==> config.mk <==
export PLATFORM = sky130hd
export DESIGN_NAME = axil_arbiter
export DESIGN_NICKNAME = d
export VERILOG_FILES = /design/src/rtl/axil_pkg.sv /design/src/rtl/axil_arbiter.sv
export SDC_FILE = /design/constraint.sdc
export NUM_CORES = 1
export LEC_CHECK = 0
export BUFFER_PORTS_ARGS = -buffer_cell sky130_fd_sc_hd__buf_2
export CORE_AREA = 2 2 172 174
export CTS_CLUSTER_DIAMETER = 50
export DETAILED_ROUTE_END_ITERATION = 8
export DIE_AREA = 0 0 174 176
export GPL_TIMING_DRIVEN = 0
export PLACE_DENSITY_LB_ADDON = 0.08
export SLEW_MARGIN = 20
export SYNTH_ARGS = -nofsm -noshare
export SYNTH_HDL_FRONTEND = slang
export SYNTH_SLANG_ARGS = --single-unit
==> constraint.sdc <==
create_clock -name clk -period 1.3 [get_ports clk]
set_input_delay 0.26 -clock clk [delete_from_list [all_inputs] [get_ports clk]]
set_output_delay 0.26 -clock clk [all_outputs]
set_load 0.01 [all_outputs]
==> src/rtl/axil_pkg.sv <==
package axil_pkg;

    localparam int axil_addr_w = 32;
    localparam int axil_data_w = 32;

    // response code returned by the memory
    localparam logic [1:0] axil_resp_okay = 2'b00;

    typedef struct packed {
        logic [axil_addr_w-1:0] addr;
    } axil_aw_t;

    typedef struct packed {
        logic [axil_data_w-1:0]   data;
        logic [axil_data_w/8-1:0] strb;
    } axil_w_t;

    typedef struct packed {
        logic [1:0] resp;
    } axil_b_t;

    typedef struct packed {
        logic [axil_addr_w-1:0] addr;
    } axil_ar_t;

    typedef struct packed {
        logic [axil_data_w-1:0] data;
        logic [1:0]             resp;
    } axil_r_t;

    // master side of one link
    typedef struct packed {
        axil_aw_t aw;
        logic     awvalid;
        axil_w_t  w;
        logic     wvalid;
        axil_ar_t ar;
        logic     arvalid;
        logic     bready;
        logic     rready;
    } axil_req_t;

    // slave side of one link
    typedef struct packed {
        logic    awready;
        logic    wready;
        logic    arready;
        axil_b_t b;
        logic    bvalid;
        axil_r_t r;
        logic    rvalid;
    } axil_rsp_t;

endpackage

==> src/rtl/axil_arbiter.sv <==
`timescale 1ns/100ps

module axil_arbiter import axil_pkg::*; (
    input  logic      clk,
    input  logic      reset,
    input  axil_req_t m_req [2],
    output axil_rsp_t m_rsp [2],
    output axil_req_t s_req,
    input  axil_rsp_t s_rsp
);

    logic       busy;
    logic       grant;
    logic       last;
    logic [1:0] want;
    logic       pick;
    logic       done;

    // any address or data valid counts as a request
    always_comb begin
        for (int i = 0; i < 2; i++) begin
            want[i] = m_req[i].arvalid | m_req[i].awvalid | m_req[i].wvalid;
        end
    end

    // round robin, favour the master not served last
    always_comb begin
        if (want == 2'b11) begin
            pick = ~last;
        end else begin
            pick = want[1];
        end
    end

    // last response handshake of the open transaction
    assign done = (s_rsp.bvalid && s_req.bready) || (s_rsp.rvalid && s_req.rready);

    always_ff @(posedge clk) begin
        if (reset) begin
            busy  <= 1'b0;
            grant <= 1'b0;
            last  <= 1'b1;
        end else if (!busy) begin
            if (|want) begin
                busy  <= 1'b1;
                grant <= pick;
                last  <= pick;
            end
        end else if (done) begin
            busy <= 1'b0;
        end
    end

    // forwarding follows the grant combinationally
    always_comb begin
        if (busy) begin
            s_req = m_req[grant];
        end else begin
            s_req = '0;
        end
        for (int i = 0; i < 2; i++) begin
            if (busy && grant == 1'(i)) begin
                m_rsp[i] = s_rsp;
            end else begin
                // losing master sees no readies and no responses
                m_rsp[i] = '0;
            end
        end
    end

endmodule

==> impl_metrics.py <==
metrics = {
    "sta": {
        "layout_setup_ws_ns": -0.378,
        "max_clock_freq_ghz": 0.596,
        "rsz0062_at_grt": "yes",
        "setup_viol": 188,
        "fin_crit_sh_pct": 129,
        "slew_headroom_pct": 63.8,
        "whs_ns": 0.251,
        "worst_pin_slew_ns": 0.539,
        "finalCriticalPeriod_ns": 1.68,
        "fin_worst_skew_ns": 0.00555,
        "finalHoldViolCount": 0,
        "slew_viol_final": 0,
    },
    "routing": {
        "drt-total-wl_mm": 18.0,
        "first_iter_violations": 86,
        "vias_per_cell": 3.50,
        "wl_per_cell_um": 15.1,
        "vias": 4181,
        "first_pass_iters": 4,
        "ant_nets": 0,
        "drcViolationCount": 0,
    },
    "worst_setup_path": {
        "r2r_start": "grant$_SDFFE_PP0P_",
        "crit_cells": 5,
        "crit_required_ns": 1.04,
        "slowest_delay_ns": 0.41,
        "crit_family": "buffers and inverters",
        "crit_fanout": 10,
        "arrival_ns": 1.42,
        "cpMaxStageDelayCell": "dfxtp_4",
        "critPathKind": "reg -> out",
        "cp_common_cell": "buf_12",
        "r2r_slack_ns": -0.02,
        "r2r_end": "busy$_SDFF_PP0_",
        "critPathLaunch": "grant$_SDFFE_PP0P_",
        "endpoint": "s_req[82]",
        "cp_num_buf_inv": 3,
        "crit_path_end_kind": "output pin",
        "critPathLaunchType": "register",
        "reg2regPathDepth": 4,
        "path_cells": "buf_12 > buf_12 > mux2i_2 > nor2_2 > buf_2",
    },
    "synth": {
        "syn_nets": 600,
        "syn_area_mm2": 0.00236,
        "syn_inst": 347,
        "synth_top_area_share_pct": 44.5,
        "ys_seq_elements": 3,
        "yosys.area.top_type": "mux2i_1",
        "ys_warn_count": 0,
        "ys_seq_area_share_pct": 2.55,
        "syn_avg_cell_area_um2": 6.80,
        "yosys.cell_types.count": 23,
        "ys_top_cells_by_area": "mux2i_1 (45%), nor2_1 (17%), and2_1 (11%)",
    },
    "die": {
        "coreArea_mm2": 0.0285,
        "rows": 62,
        "initial_core_util_pct": 8.27,
        "die_y_um": 176,
        "die_x_um": 174,
        "fp.dieArea_mm2": 0.0306,
        "io_pins": 440,
    },
    "min_path": {
        "min_path_type": "in -> reg",
    },
    "pwr": {
        "p_leak_nw": 3.39,
        "powerDensity_mw_per_mm2": 521,
        "ir_drop_mv": 0.338,
    },
    "layout": {
        "final_cell_area_mm2": 0.00619,
        "syn2layout_area_growth_pct": 162,
        "drive_above_1_share_pct": 68.6,
        "final_common_cell": "buf_2",
        "diodes": 0,
        "mostFrequentLayoutCells": "buf_2 (402), nor2_1 (100), mux2i_1 (93)",
        "fin_nets": 1065,
    },
    "grt": {
        "globalRouteOverflowTotal": 0,
        "first_global_vias": 4081,
        "grt_max_degree": 11,
        "track_usage_pct": 10.3,
        "antenna_found_initial": 1,
        "grt_pass1_wl_mm": 24.5,
    },
    "cts": {
        "cts_tree": "done",
        "insertion_delay_ns": 0.23,
        "clk_pin_slew_ns": 0.03,
        "clkSinkCount": 3,
        "cts.htree.levels": 1,
        "cts_inserted_buffers": 3,
        "clockBufferDepth": 2,
        "root_buffer": "clkbuf_16",
        "cts.hold.buffers_added": 0,
    },
    "status": {
        "run_status": "complete, but fails checks",
        "failed_checks": "setup timing",
    },
    "place": {
        "place_ws_ns": -0.617,
        "dpl-instance-area_mm2": 0.00504,
        "numPortBuffers": 439,
        "place.gp.congestion": 0.709,
        "dp_hpwl_mm": 15.0,
    },
    "job": {
        "max_cap_violations": 0,
    },
}
==> cells by family after synthesis <==
kind of cell,synth area share (%)
multiplexers,44.5
flip-flops,2.55
AO/OA/AOI/OAI,1.86
AND/OR/NAND/NOR,40.2
buffers and inverters,10.9
==> synth_stat cells <==
| library cell | number |
|---|---|
| and2_1 | 41 |
| and3_1 | 41 |
| a21oi_1 | 1 |
| o21ai_0 | 2 |
| buf_1 | 5 |
| buf_2 | 6 |
| clkbuf_1 | 8 |
| a2111oi_2 | 1 |
| a31oi_1 | 1 |
| o211ai_1 | 1 |
| nor2_1 | 106 |
| buf_6 | 12 |
| nor3_1 | 1 |
| nor3b_1 | 1 |
| inv_2 | 1 |
| dfxtp_1 | 3 |
| nor2_4 | 1 |
| clkbuf_2 | 4 |
| mux2i_1 | 105 |
| buf_4 | 2 |
| inv_1 | 1 |
| nand2_1 | 2 |
| or3_1 | 1 |
==> stage by stage <==
stage / cells / total power [mW] / util [%] / setup TNS (ns)
after floorplan: 347 / 1.13 / - / 0
after global placement: 1170 / 2.17 / 17.6 / -80.35
after detailed placement: 1170 / 2.14 / 17.6 / -78.74
after CTS: 1187 / 2.91 / 19.6 / -69.47
after global routing: 1195 / 3.46 / 21.7 / -69.46
final: 1195 / 3.22 / 21.7 / -56.46
==> sequential cells by signal, indices dropped and copies added (netlist names) <==
register,cells
busy,1
grant,1
last,1
==> cell type report <==
class	instances	area, um^2
plain buffers	36	494
clock buffers	4	78.8
fillers	3297	22400
inverters	2	20.0
multi-input cells	305	2260
flip-flops and latches	3	63.8
well taps	384	480
repair buffers	461	2790
==> power by group <==
group / switching (mW) / total, mW / internal, mW
Sequential: 0.0108 / 0.113 / 0.102
Clock: 0.0920 / 0.498 / 0.406
Combinational: 1.18 / 2.61 / 1.43
Total: 1.28 / 3.22 / 1.94
==> repair_timing <==
item,CTS,global route
endpoints found under the setup margin,190,188
pin swaps,1,31
gates resized for setup,84,123
setup buffers,10,4
cloned,3,5
==> metal layers <==
layer  part of all wire (%)  global-route usage (%)
met3                    7.5                    2.13
met2                     56                    21.4
met5                      0                       0
met1                     36                    11.0
met4                   0.58                   0.875
==> worst min-delay path by stage <==
stage | end | startpoint | cells past startpoint | slack [ns]
2_1_floorplan | busy$_SDFF_PP0_ | reset | 1 | 0.33
3_3_place_gp | last$_SDFFE_PP1P_ | last$_SDFFE_PP1P_ | 2 | 0.46
3_5_place_dp | last$_SDFFE_PP1P_ | last$_SDFFE_PP1P_ | 2 | 0.46
4_1_cts | busy$_SDFF_PP0_ | reset | 2 | 0.25
5_1_grt | busy$_SDFF_PP0_ | reset | 2 | 0.25
6_report | busy$_SDFF_PP0_ | reset | 2 | 0.25
(Power assumes the default switching activity.)
