File: src/rtl/axil_pkg.sv
package axil_pkg;

    localparam int axil_addr_w = 32;
    localparam int axil_data_w = 32;

    // response code returned by the memory
    localparam logic [1:0] axil_resp_okay = 2'b00;

    typedef struct packed {
        logic [axil_addr_w-1:0] addr;
    } axil_aw_t;

    typedef struct packed {
        logic [axil_data_w-1:0]   data;
        logic [axil_data_w/8-1:0] strb;
    } axil_w_t;

    typedef struct packed {
        logic [1:0] resp;
    } axil_b_t;

    typedef struct packed {
        logic [axil_addr_w-1:0] addr;
    } axil_ar_t;

    typedef struct packed {
        logic [axil_data_w-1:0] data;
        logic [1:0]             resp;
    } axil_r_t;

    // master side of one link
    typedef struct packed {
        axil_aw_t aw;
        logic     awvalid;
        axil_w_t  w;
        logic     wvalid;
        axil_ar_t ar;
        logic     arvalid;
        logic     bready;
        logic     rready;
    } axil_req_t;

    // slave side of one link
    typedef struct packed {
        logic    awready;
        logic    wready;
        logic    arready;
        axil_b_t b;
        logic    bvalid;
        axil_r_t r;
        logic    rvalid;
    } axil_rsp_t;

endpackage

File: src/rtl/lsu_pkg.sv
package lsu_pkg;

    // major opcodes
    localparam logic [6:0] op_load  = 7'b0000011;
    localparam logic [6:0] op_store = 7'b0100011;

    // funct3 width and sign codes
    localparam logic [2:0] f3_b  = 3'b000;
    localparam logic [2:0] f3_h  = 3'b001;
    localparam logic [2:0] f3_w  = 3'b010;
    localparam logic [2:0] f3_bu = 3'b100;
    localparam logic [2:0] f3_hu = 3'b101;

    // I-type layout
    typedef struct packed {
        logic [11:0] imm;
        logic [4:0]  rs1;
        logic [2:0]  funct3;
        logic [4:0]  rd;
        logic [6:0]  opcode;
    } load_fmt_t;

    // S-type layout, immediate split around rs2/rs1
    typedef struct packed {
        logic [6:0] imm_hi;
        logic [4:0] rs2;
        logic [4:0] rs1;
        logic [2:0] funct3;
        logic [4:0] imm_lo;
        logic [6:0] opcode;
    } store_fmt_t;

    typedef union packed {
        load_fmt_t  ld;
        store_fmt_t st;
    } mem_inst_t;

    typedef struct packed {
        mem_inst_t   inst;
        logic [31:0] base;
        logic [31:0] store_data;
    } lsu_req_t;

    typedef struct packed {
        logic [31:0] data;
        logic        load;
        logic        err;
    } lsu_resp_t;

endpackage

File: src/rtl/lsu_port.sv
`timescale 1ns/100ps

module lsu_port import axil_pkg::*, lsu_pkg::*; (
    input  logic      clk,
    input  logic      reset,
    input  logic      req_valid,
    output logic      req_ready,
    input  lsu_req_t  req,
    output logic      resp_valid,
    output lsu_resp_t resp,
    output axil_req_t bus_req,
    input  axil_rsp_t bus_rsp
);

    typedef enum logic [1:0] {st_idle, st_addr, st_wait, st_resp} state_t;

    state_t      state;
    mem_inst_t   inst;
    logic        is_load;
    logic        is_store;
    logic [2:0]  f3;
    logic [31:0] imm;
    logic [31:0] addr;
    logic        f3_ok;
    logic        misaligned;
    logic        err;
    logic        accept;
    logic [3:0]  strb;

    logic        arvalid_q;
    logic        awvalid_q;
    logic        wvalid_q;
    logic        ar_left;
    logic        aw_left;
    logic        w_left;

    logic [31:0] addr_q;
    logic [31:0] wdata_q;
    logic [3:0]  strb_q;
    logic [1:0]  off_q;
    logic [2:0]  f3_q;
    logic        ld_q;
    logic        err_q;
    logic [31:0] rdata_q;

    // pick the addressed lane and extend it
    function automatic logic [31:0] extend(input logic [31:0] word, input logic [1:0] off,
                                           input logic [2:0] fn);
        logic [31:0] sh;
        sh = word >> {off, 3'b000};
        case (fn)
            f3_b:    return {{24{sh[7]}}, sh[7:0]};
            f3_h:    return {{16{sh[15]}}, sh[15:0]};
            f3_bu:   return {24'b0, sh[7:0]};
            f3_hu:   return {16'b0, sh[15:0]};
            default: return word;
        endcase
    endfunction

    assign inst     = req.inst;
    assign is_load  = inst.ld.opcode == op_load;
    assign is_store = inst.st.opcode == op_store;
    assign f3       = inst.ld.funct3;

    // same word, two immediate layouts
    assign imm  = is_store ? {{20{inst.st.imm_hi[6]}}, inst.st.imm_hi, inst.st.imm_lo}
                           : {{20{inst.ld.imm[11]}}, inst.ld.imm};
    assign addr = req.base + imm;

    always_comb begin
        f3_ok = (f3 == f3_b) || (f3 == f3_h) || (f3 == f3_w);
        if (is_load && (f3 == f3_bu || f3 == f3_hu)) begin
            f3_ok = 1'b1;
        end
        misaligned = ((f3 == f3_h || f3 == f3_hu) && addr[0]) ||
                     ((f3 == f3_w) && (addr[1:0] != 2'b00));
        err = !(is_load || is_store) || !f3_ok || misaligned;
        case (f3)
            f3_b:    strb = 4'b0001 << addr[1:0];
            f3_h:    strb = 4'b0011 << addr[1:0];
            default: strb = 4'b1111;
        endcase
    end

    assign req_ready = state == st_idle;
    assign accept    = req_valid && req_ready;

    // valids still waiting for their ready
    assign ar_left = arvalid_q && !bus_rsp.arready;
    assign aw_left = awvalid_q && !bus_rsp.awready;
    assign w_left  = wvalid_q && !bus_rsp.wready;

    always_ff @(posedge clk) begin
        if (reset) begin
            state     <= st_idle;
            arvalid_q <= 1'b0;
            awvalid_q <= 1'b0;
            wvalid_q  <= 1'b0;
        end else begin
            case (state)
                st_idle: begin
                    if (accept && err) begin
                        state <= st_resp;
                    end else if (accept) begin
                        state     <= st_addr;
                        arvalid_q <= is_load;
                        awvalid_q <= is_store;
                        wvalid_q  <= is_store;
                    end
                end
                st_addr: begin
                    arvalid_q <= ar_left;
                    awvalid_q <= aw_left;
                    wvalid_q  <= w_left;
                    if (!(ar_left || aw_left || w_left)) begin
                        state <= st_wait;
                    end
                end
                st_wait: begin
                    // ready is held high, so valid alone completes it
                    if (bus_rsp.rvalid || bus_rsp.bvalid) begin
                        state <= st_resp;
                    end
                end
                default: state <= st_idle;
            endcase
        end
    end

    always_ff @(posedge clk) begin
        if (accept) begin
            addr_q  <= addr;
            wdata_q <= req.store_data << {addr[1:0], 3'b000};
            strb_q  <= strb;
            off_q   <= addr[1:0];
            f3_q    <= f3;
            ld_q    <= is_load;
            err_q   <= err;
            rdata_q <= '0;
        end
        if (state == st_wait && bus_rsp.rvalid) begin
            rdata_q <= extend(bus_rsp.r.data, off_q, f3_q);
            err_q   <= bus_rsp.r.resp[1];
        end
        if (state == st_wait && bus_rsp.bvalid) begin
            err_q <= bus_rsp.b.resp[1];
        end
    end

    assign resp_valid = state == st_resp;
    assign resp.data  = rdata_q;
    assign resp.load  = ld_q;
    assign resp.err   = err_q;

    always_comb begin
        bus_req         = '0;
        bus_req.aw.addr = addr_q;
        bus_req.ar.addr = addr_q;
        bus_req.w.data  = wdata_q;
        bus_req.w.strb  = strb_q;
        bus_req.arvalid = arvalid_q;
        bus_req.awvalid = awvalid_q;
        bus_req.wvalid  = wvalid_q;
        bus_req.bready  = 1'b1;
        bus_req.rready  = 1'b1;
    end

endmodule

File: config.mk
export PLATFORM = sky130hd
export DESIGN_NAME = lsu_port
export DESIGN_NICKNAME = d
export VERILOG_FILES = /design/src/rtl/axil_pkg.sv /design/src/rtl/lsu_pkg.sv /design/src/rtl/lsu_port.sv
export SDC_FILE = /design/constraint.sdc
export NUM_CORES = 1
export LEC_CHECK = 0
export ABC_AREA = 1
export BUFFER_PORTS_ARGS = -buffer_cell sky130_fd_sc_hd__buf_2
export CAP_MARGIN = 10
export CORE_MARGIN = 1
export CORE_UTILIZATION = 55
export CTS_CLUSTER_DIAMETER = 80
export CTS_CLUSTER_SIZE = 40
export DETAILED_ROUTE_END_ITERATION = 6
export GPL_TIMING_DRIVEN = 0
export HOLD_SLACK_MARGIN = 0.08
export PLACE_DENSITY = 0.9
export SYNTH_ARGS = -nofsm -noshare
export SYNTH_HDL_FRONTEND = slang
export SYNTH_SLANG_ARGS = --single-unit
File: constraint.sdc
create_clock -name clk -period 4.5 [get_ports clk]
set_input_delay 0.9 -clock clk [delete_from_list [all_inputs] [get_ports clk]]
set_output_delay 0.9 -clock clk [all_outputs]
set_load 0.005 [all_outputs]
==> results of run 1 <==
[registers in the layout, summed over array words and instances, names as in the netlist, 2 cells and up]
signal   cells
rdata_q     32
strb_q       4
wdata_q     32
state        2
addr_q      32
f3_q         3
[area by class of cell]
cell class | count | area [um2]
tap | 180 | 225
timing repair buffer | 272 | 1380
multi-input combinational | 681 | 3510
clock buffer | 9 | 225
fill | 1086 | 4080
buffer | 60 | 420
clock inverter | 7 | 115
inverter | 162 | 616
sequential | 110 | 3250
[through the flow]
step           setup WS [ps]  hold WS, ps
5_1_grt                  378          534
6_report                 632          518
3_3_place_gp             321          495
4_1_cts                  616          516
2_1_floorplan           1220          472
3_5_place_dp             250          507
[per-layer routing]
layer	vias to the layer above	part of all wire	track usage
met1	3539	0.38	0.358
li1	3840	-	-
met5	-	0.00062	0
met2	472	0.50	0.543
met4	2	0.039	0.152
met3	82	0.083	0.0526
[power groups by stage]
| stage | clock network [W] | logic [W] | registers [W] |
|---|---|---|---|
| final | 0.000906 | 0.00159 | 0.00165 |
| after global routing | 0.000952 | 0.00176 | 0.00168 |
| after floorplan | 0 | 0.000872 | 0.00170 |
| after CTS | 0.000911 | 0.00156 | 0.00165 |
| after global placement | 0 | 0.00151 | 0.00167 |
| after detailed placement | 0 | 0.00155 | 0.00167 |
[cells by family after synthesis]
kind of cell               synth area share
adders and majority gates            0.0588
DFF                                   0.417
xor gates and xnor gates             0.0191
and+or+nand+nor                       0.238
other                              0.000481
buffers and inverters                 0.133
AOI/OAI and AO/OA                     0.133
[path summary, 6_finish.rpt]
| kind | startpoint | endpoint | depth (start not counted) |
|---|---|---|---|
| max | req[65] | wdata_q[29] | 15 |
| min | state[0] | state[0] | 2 |
| max reg2reg | state[1] | arvalid_q | 7 |
| min reg2reg | state[0] | state[0] | 2 |
[cells in the final DEF (no fill, tap or decap), drive strengths merged]
cell and n:
xor2 15, nand3b 2, nand2 300, a21oi 58, o21ai 56, edfxtp 105, bufinv 2, or2 3
o31ai 7, ha 35, conb 2, inv 163, o22ai 16, o21bai 4, a31oi 1, fa 1
and2 2, buf 324, nand4 8, xnor2 2, nor3 7, dfxtp 5, clkinv 4, clkbuf 17
a22oi 3, nor2 96, nand3 42, o211ai 21
[worst reg2reg max path: stages, from the launching register on]
cell,delay [ps]
dfxtp_1,360
inv_1,90
ha_1,230
nand2_1,150
inv_4,690
nand3_2,290
a21oi_1,190
nor2_1,60
==> metrics.txt, run 1 <==
status=finished, final reports clean; RSZ-0062 raised after global routing=no; First-pass DRT Iterations=6; core area=0.0138 mm2; post-synthesis sequential area ratio=0.417; design area=0.00975 mm2; Setup Skew=between 7 and 8 ps; via/cell ratio=5.36; syn_area_per_cell=7.70 um2; Max clock buf depth=2; P_sw=between 0.001 and 0.0015 W; Post-CTS Hold Buffers=0; fraction of layout cells with a size suffix above 1=0.286; Die Span Y=~120 um; final slew viol count=0; drt total wl=around 22000 um; TritonCTS Buffers=9; number of diodes=0; grt total ovfl=0; H-tree depth=3; Port Buf Inserts=271; pin count of the biggest net entering global routing=75; FFs w/ async S/R, synth=0; clk sinks=110; critical-path maximum fanout=10; post-CTS setup buffers=0; DRC Markers=0; clk_lat worst skew=around 350 ps; leakage=roughly 5.2 nW; cell taking the most area after synthesis=edfxtp_1; die area=0.0146 mm2; Yosys warning total=0; critical path class=in2reg; flop-to-flop setup slack=2340 ps; initial antenna violation count=1; family with the most delay on the worst path=buffers and inverters; Max Fclk=259 MHz; power per standard cell area=425 mW/mm2; startpoint types=input pin; DPL Wire Length=17500 um; crit path DAT=3950 ps; largest cells by area after synthesis=edfxtp_1 (40%), nand2_1 (14%), inv_1 (7.7%); nets@finish=1472; cts repair resizes=0; area grow syn2layout=25.1%; Internal Pwr Total=0.00271 W; CP required=4590 ps; fin cells=between 1000 and 1500; Synth Flop Type=edfxtp_1; total power=roughly 0.0041 W; max_slew headroom=0.367; Antenna Nets Post-Route=0; final core occ=0.705; CTS root buf=clkbuf_16; Slew @ Worst Pin=950 ps; clk slew on worst S/H paths=80 ps; setup violators final=0; CP max-delay cell=fa_1; drt wl/cell=15.2 um; Placed Area=0.00938 mm2; total negative slack=0 ps; I/O pin cnt=~280; sequential power share=0.397; top-count cell post-synth=nand2_1; Logic pwr share=0.384; CP dominant cell by count=inv_1; Placed Cells incl. Taps=around 1500; vias in the first global route=7347; Max VDD drop=slightly above 200 uV; synthesized area=around 0.0078 mm2; CP Buf/Inv Count=7; final critical-path share of the clock period=0.859; Sw Ratio=0.346; Via Count=7935; maxcap violations=0; clock share of power=0.218; Post-Synthesis Cells=between 1000 and 1500; initial DRC count=851; flops & latches, synth=110; count of cell types in the netlist=44; Period minus WS final=3870 ps; GRT Total Usage=0.307; Critical Path End Type=flip-flop; row cnt=43; critical-path cell list=buf_2 -> nand2_1 -> inv_1 -> nand3_1 -> nor2_1 -> inv_1 -> o21ai_1 -> inv_1 -> fa_1 -> inv_1 -> nor2_2 -> inv_1 -> buf_2 -> o22ai_1 -> a21oi_1; number of synthesized flops with an enable pin=105; CTS tree=built; first-pass GRT wire length=34900 um; Fin. Hold Viols=0; Hold Path Class=reg2reg; initial core utilization=0.564; Worst path max stage delay=590 ps; top cells by count, synth=nand2_1 (294), inv_1 (159), edfxtp_1 (105), nor2_1 (95), a21oi_1 (56); final RePlAce weighted congestion=0.987; Die X=121 um; share of the synthesized area in the top cell type=0.405
(Power assumes the default switching activity.)
==> run 2, diff against run 1 <==
--- a/config.mk
+++ b/config.mk
@@ -6,16 +6,16 @@
 export NUM_CORES = 1
 export LEC_CHECK = 0
 export ABC_AREA = 1
-export BUFFER_PORTS_ARGS = -buffer_cell sky130_fd_sc_hd__buf_2
 export CAP_MARGIN = 10
 export CORE_MARGIN = 1
-export CORE_UTILIZATION = 55
+export CORE_UTILIZATION = 65
 export CTS_CLUSTER_DIAMETER = 80
 export CTS_CLUSTER_SIZE = 40
 export DETAILED_ROUTE_END_ITERATION = 6
+export DONT_BUFFER_PORTS = 1
 export GPL_TIMING_DRIVEN = 0
 export HOLD_SLACK_MARGIN = 0.08
-export PLACE_DENSITY = 0.9
+export PLACE_DENSITY = 0.84
 export SYNTH_ARGS = -nofsm -noshare
 export SYNTH_HDL_FRONTEND = slang
 export SYNTH_SLANG_ARGS = --single-unit
==> constraint.sdc (replaced) <==
create_clock -name clk -period 4.3 [get_ports clk]
set_input_delay 0.86 -clock clk [delete_from_list [all_inputs] [get_ports clk]]
set_output_delay 0.86 -clock clk [all_outputs]
set_load 0.005 [all_outputs]
==> run 2 against run 1 <==
  * The flow now finishes with violations (DRC)
  * Sequential power grew 12%
  * Register-to-register slack lost 200 ps
  * Flip-flop and latch count is the same
  * Count of clock-buffer cells in the layout grew 1
  * Via count shrank 15%
  * First-iteration DRC count shrank 11%
  * Critical path depth shrank 2
  * Combinational power shrank 26%
  * Worst hold slack lost 6.5 ps
  * Sequential share of layout area grew 5.8 points
==> metrics.txt, run 2 (same netlist as run 1, synthesis figures left out) <==
leakage=4.07 nW (was 5.17 nW); Fin. Hold Viols=0 (unchanged); CP max-delay cell=fa_1 (unchanged); core area=0.0116 mm2 (was 0.0138 mm2); Period minus WS final=3690 ps; final critical-path share of the clock period=0.859; Max clock buf depth=2 (unchanged); DRC Markers=21 (was 0); Via Count=6764 (was 7935); violated checks=DRC; TritonCTS Buffers=9 (unchanged); I/O pin cnt=281 (unchanged); nets@finish=1201 (was 1472); Max Fclk=~270 MHz; critical-path maximum fanout=10 (unchanged); clk slew on worst S/H paths=80 ps (about the same); most common cell after layout, fill and taps aside=nand2_1 (unchanged); final slew viol count=0 (unchanged); row cnt=39 (was 43); via/cell ratio=5.77 (was 5.36); CP dominant cell by count=inv_1 (unchanged); Port Buf Inserts=0 (was 271); critical path class=in2reg (unchanged); CP required=4390 ps (was 4590 ps); initial core utilization=0.674 (was 0.564); final RePlAce weighted congestion=0.965 (was 0.987); CTS tree=built (unchanged); grt total ovfl=0 (unchanged); total negative slack=0 ps (unchanged); initial antenna violation count=0 (was 1); drt total wl=20400 um (was 22400 um); RSZ-0062 raised after global routing=no (unchanged); crit path DAT=3780 ps (was 3950 ps); first-pass GRT wire length=31800 um (was 34900 um); status=finished, violations left (was finished, final reports clean); # fillers=963 (was 1086); largest registers=addr_q: 32 flops, rdata_q: 32 flops, wdata_q: 32 flops (unchanged); Die X=111 um (was 121 um); DPL Wire Length=16000 um (was 17500 um); Setup Skew=10.3 ps (was 7.04 ps); CTS root buf=clkbuf_16 (unchanged); GRT Total Usage=0.330 (was 0.307); startpoint types=input pin (unchanged); max_slew headroom=0.365 (was 0.367); critical-path cell list=nor2_1 -> nand3_1 -> nor2_1 -> inv_1 -> o21ai_1 -> inv_1 -> fa_1 -> inv_1 -> nor2_2 -> inv_1 -> buf_2 -> o22ai_1 -> a21oi_1 (was buf_2 -> nand2_1 -> inv_1 -> nand3_1 -> nor2_1 -> inv_1 -> o21ai_1 -> inv_1 -> fa_1 -> inv_1 -> nor2_2 -> inv_1 -> buf_2 -> o22ai_1 -> a21oi_1); CP Buf/Inv Count=5 (was 7); fraction of layout cells with a size suffix above 1=0.0971 (was 0.286); area grow syn2layout=6.66% (was 25.1%); Post-CTS Hold Buffers=0 (unchanged); total power=0.00390 W (was 0.00415 W); cts repair resizes=0 (unchanged); Critical Path End Type=flip-flop (unchanged); number of diodes=0 (unchanged); Slew @ Worst Pin=952 ps (was 950 ps); initial DRC count=756 (was 851); vias in the first global route=6320 (was 7347); maxcap violations=0 (unchanged); most frequent cells in the layout=nand2_1 (294), inv_1 (158), edfxtp_1 (105) (was nand2_1 (294), buf_2 (279), inv_1 (158)); Hold Path Class=reg2reg (unchanged); clk_lat worst skew=360 ps (was 350 ps); pin count of the biggest net entering global routing=75 (unchanged); Worst path max stage delay=600 ps (was 590 ps); family with the most delay on the worst path=simple AND/OR/NAND/NOR gates (was buffers and inverters); Antenna Nets Post-Route=0 (unchanged); die area=0.0124 mm2 (was 0.0146 mm2); setup violators final=0 (unchanged); First-pass DRT Iterations=7 (was 6); drt wl/cell=17.4 um (was 15.2 um); H-tree depth=3 (unchanged); Die Span Y=111 um (was 121 um); power per standard cell area=469 mW/mm2 (was 425 mW/mm2); clk sinks=110 (unchanged); Max VDD drop=274 uV (was 203 uV); post-CTS setup buffers=0 (unchanged)
[run 2: final timing paths]
kind             from          end  slack (ps)  cells past startpoint
max           req[68]  wdata_q[29]         610                     13
min          state[0]     state[0]         510                      2
max reg2reg  state[1]    arvalid_q        2140                      7
min reg2reg  state[0]     state[0]         510                      2
[run 2: through the flow]
| step | std cells | utilization | setup WS [ps] | instance area [um2] | hold slack (ps) |
|---|---|---|---|---|---|
| 6_report | 1173 | 0.719 | 608 | 8310 | 511 |
| 3_3_place_gp | 1156 | 0.690 | 301 | 7980 | 489 |
| 4_1_cts | 1173 | 0.719 | 651 | 8310 | 510 |
| 3_5_place_dp | 1157 | 0.692 | 271 | 8010 | 500 |
| 2_1_floorplan | 1013 | - | 1060 | 7800 | 472 |
| 5_1_grt | 1173 | 0.719 | 351 | 8310 | 548 |
[run 2: layout make-up]
type,instances,area (um2),area share
clock inverter,6,77.6,0.00933
buffer,60,420,0.0506
tap,143,179,0.0215
sequential,110,3250,0.391
clock buffer,10,229,0.0275
timing repair buffer,1,27.5,0.00331
multi-input combinational,681,3510,0.422
inverter,162,616,0.0741
[run 2: routing by layer]
layer | vias to the layer above | track usage | share of wire
met5 | - | 0 | 0
met4 | 0 | 0.198 | 0.053
met3 | 74 | 0.0795 | 0.088
met2 | 380 | 0.560 | 0.48
met1 | 3021 | 0.381 | 0.38
li1 | 3289 | - | -
[run 2: worst register-to-register path, cell delays in order, from the launching register on]
cell and delay, ps:
dfxtp_1 350, inv_1 100, ha_1 240, nand2_1 150, inv_4 660, nand3_2 280, a21oi_1 220, nor2_1 70
[run 2: power by group]
part / internal [W] / leakage, nW / switching, W
clock network: 0.000465 / 0.148 / 0.000406
registers: 0.00161 / 1.05 / 0.000228
logic: 0.000435 / 2.87 / 0.000750
total: 0.00251 / 4.07 / 0.00138
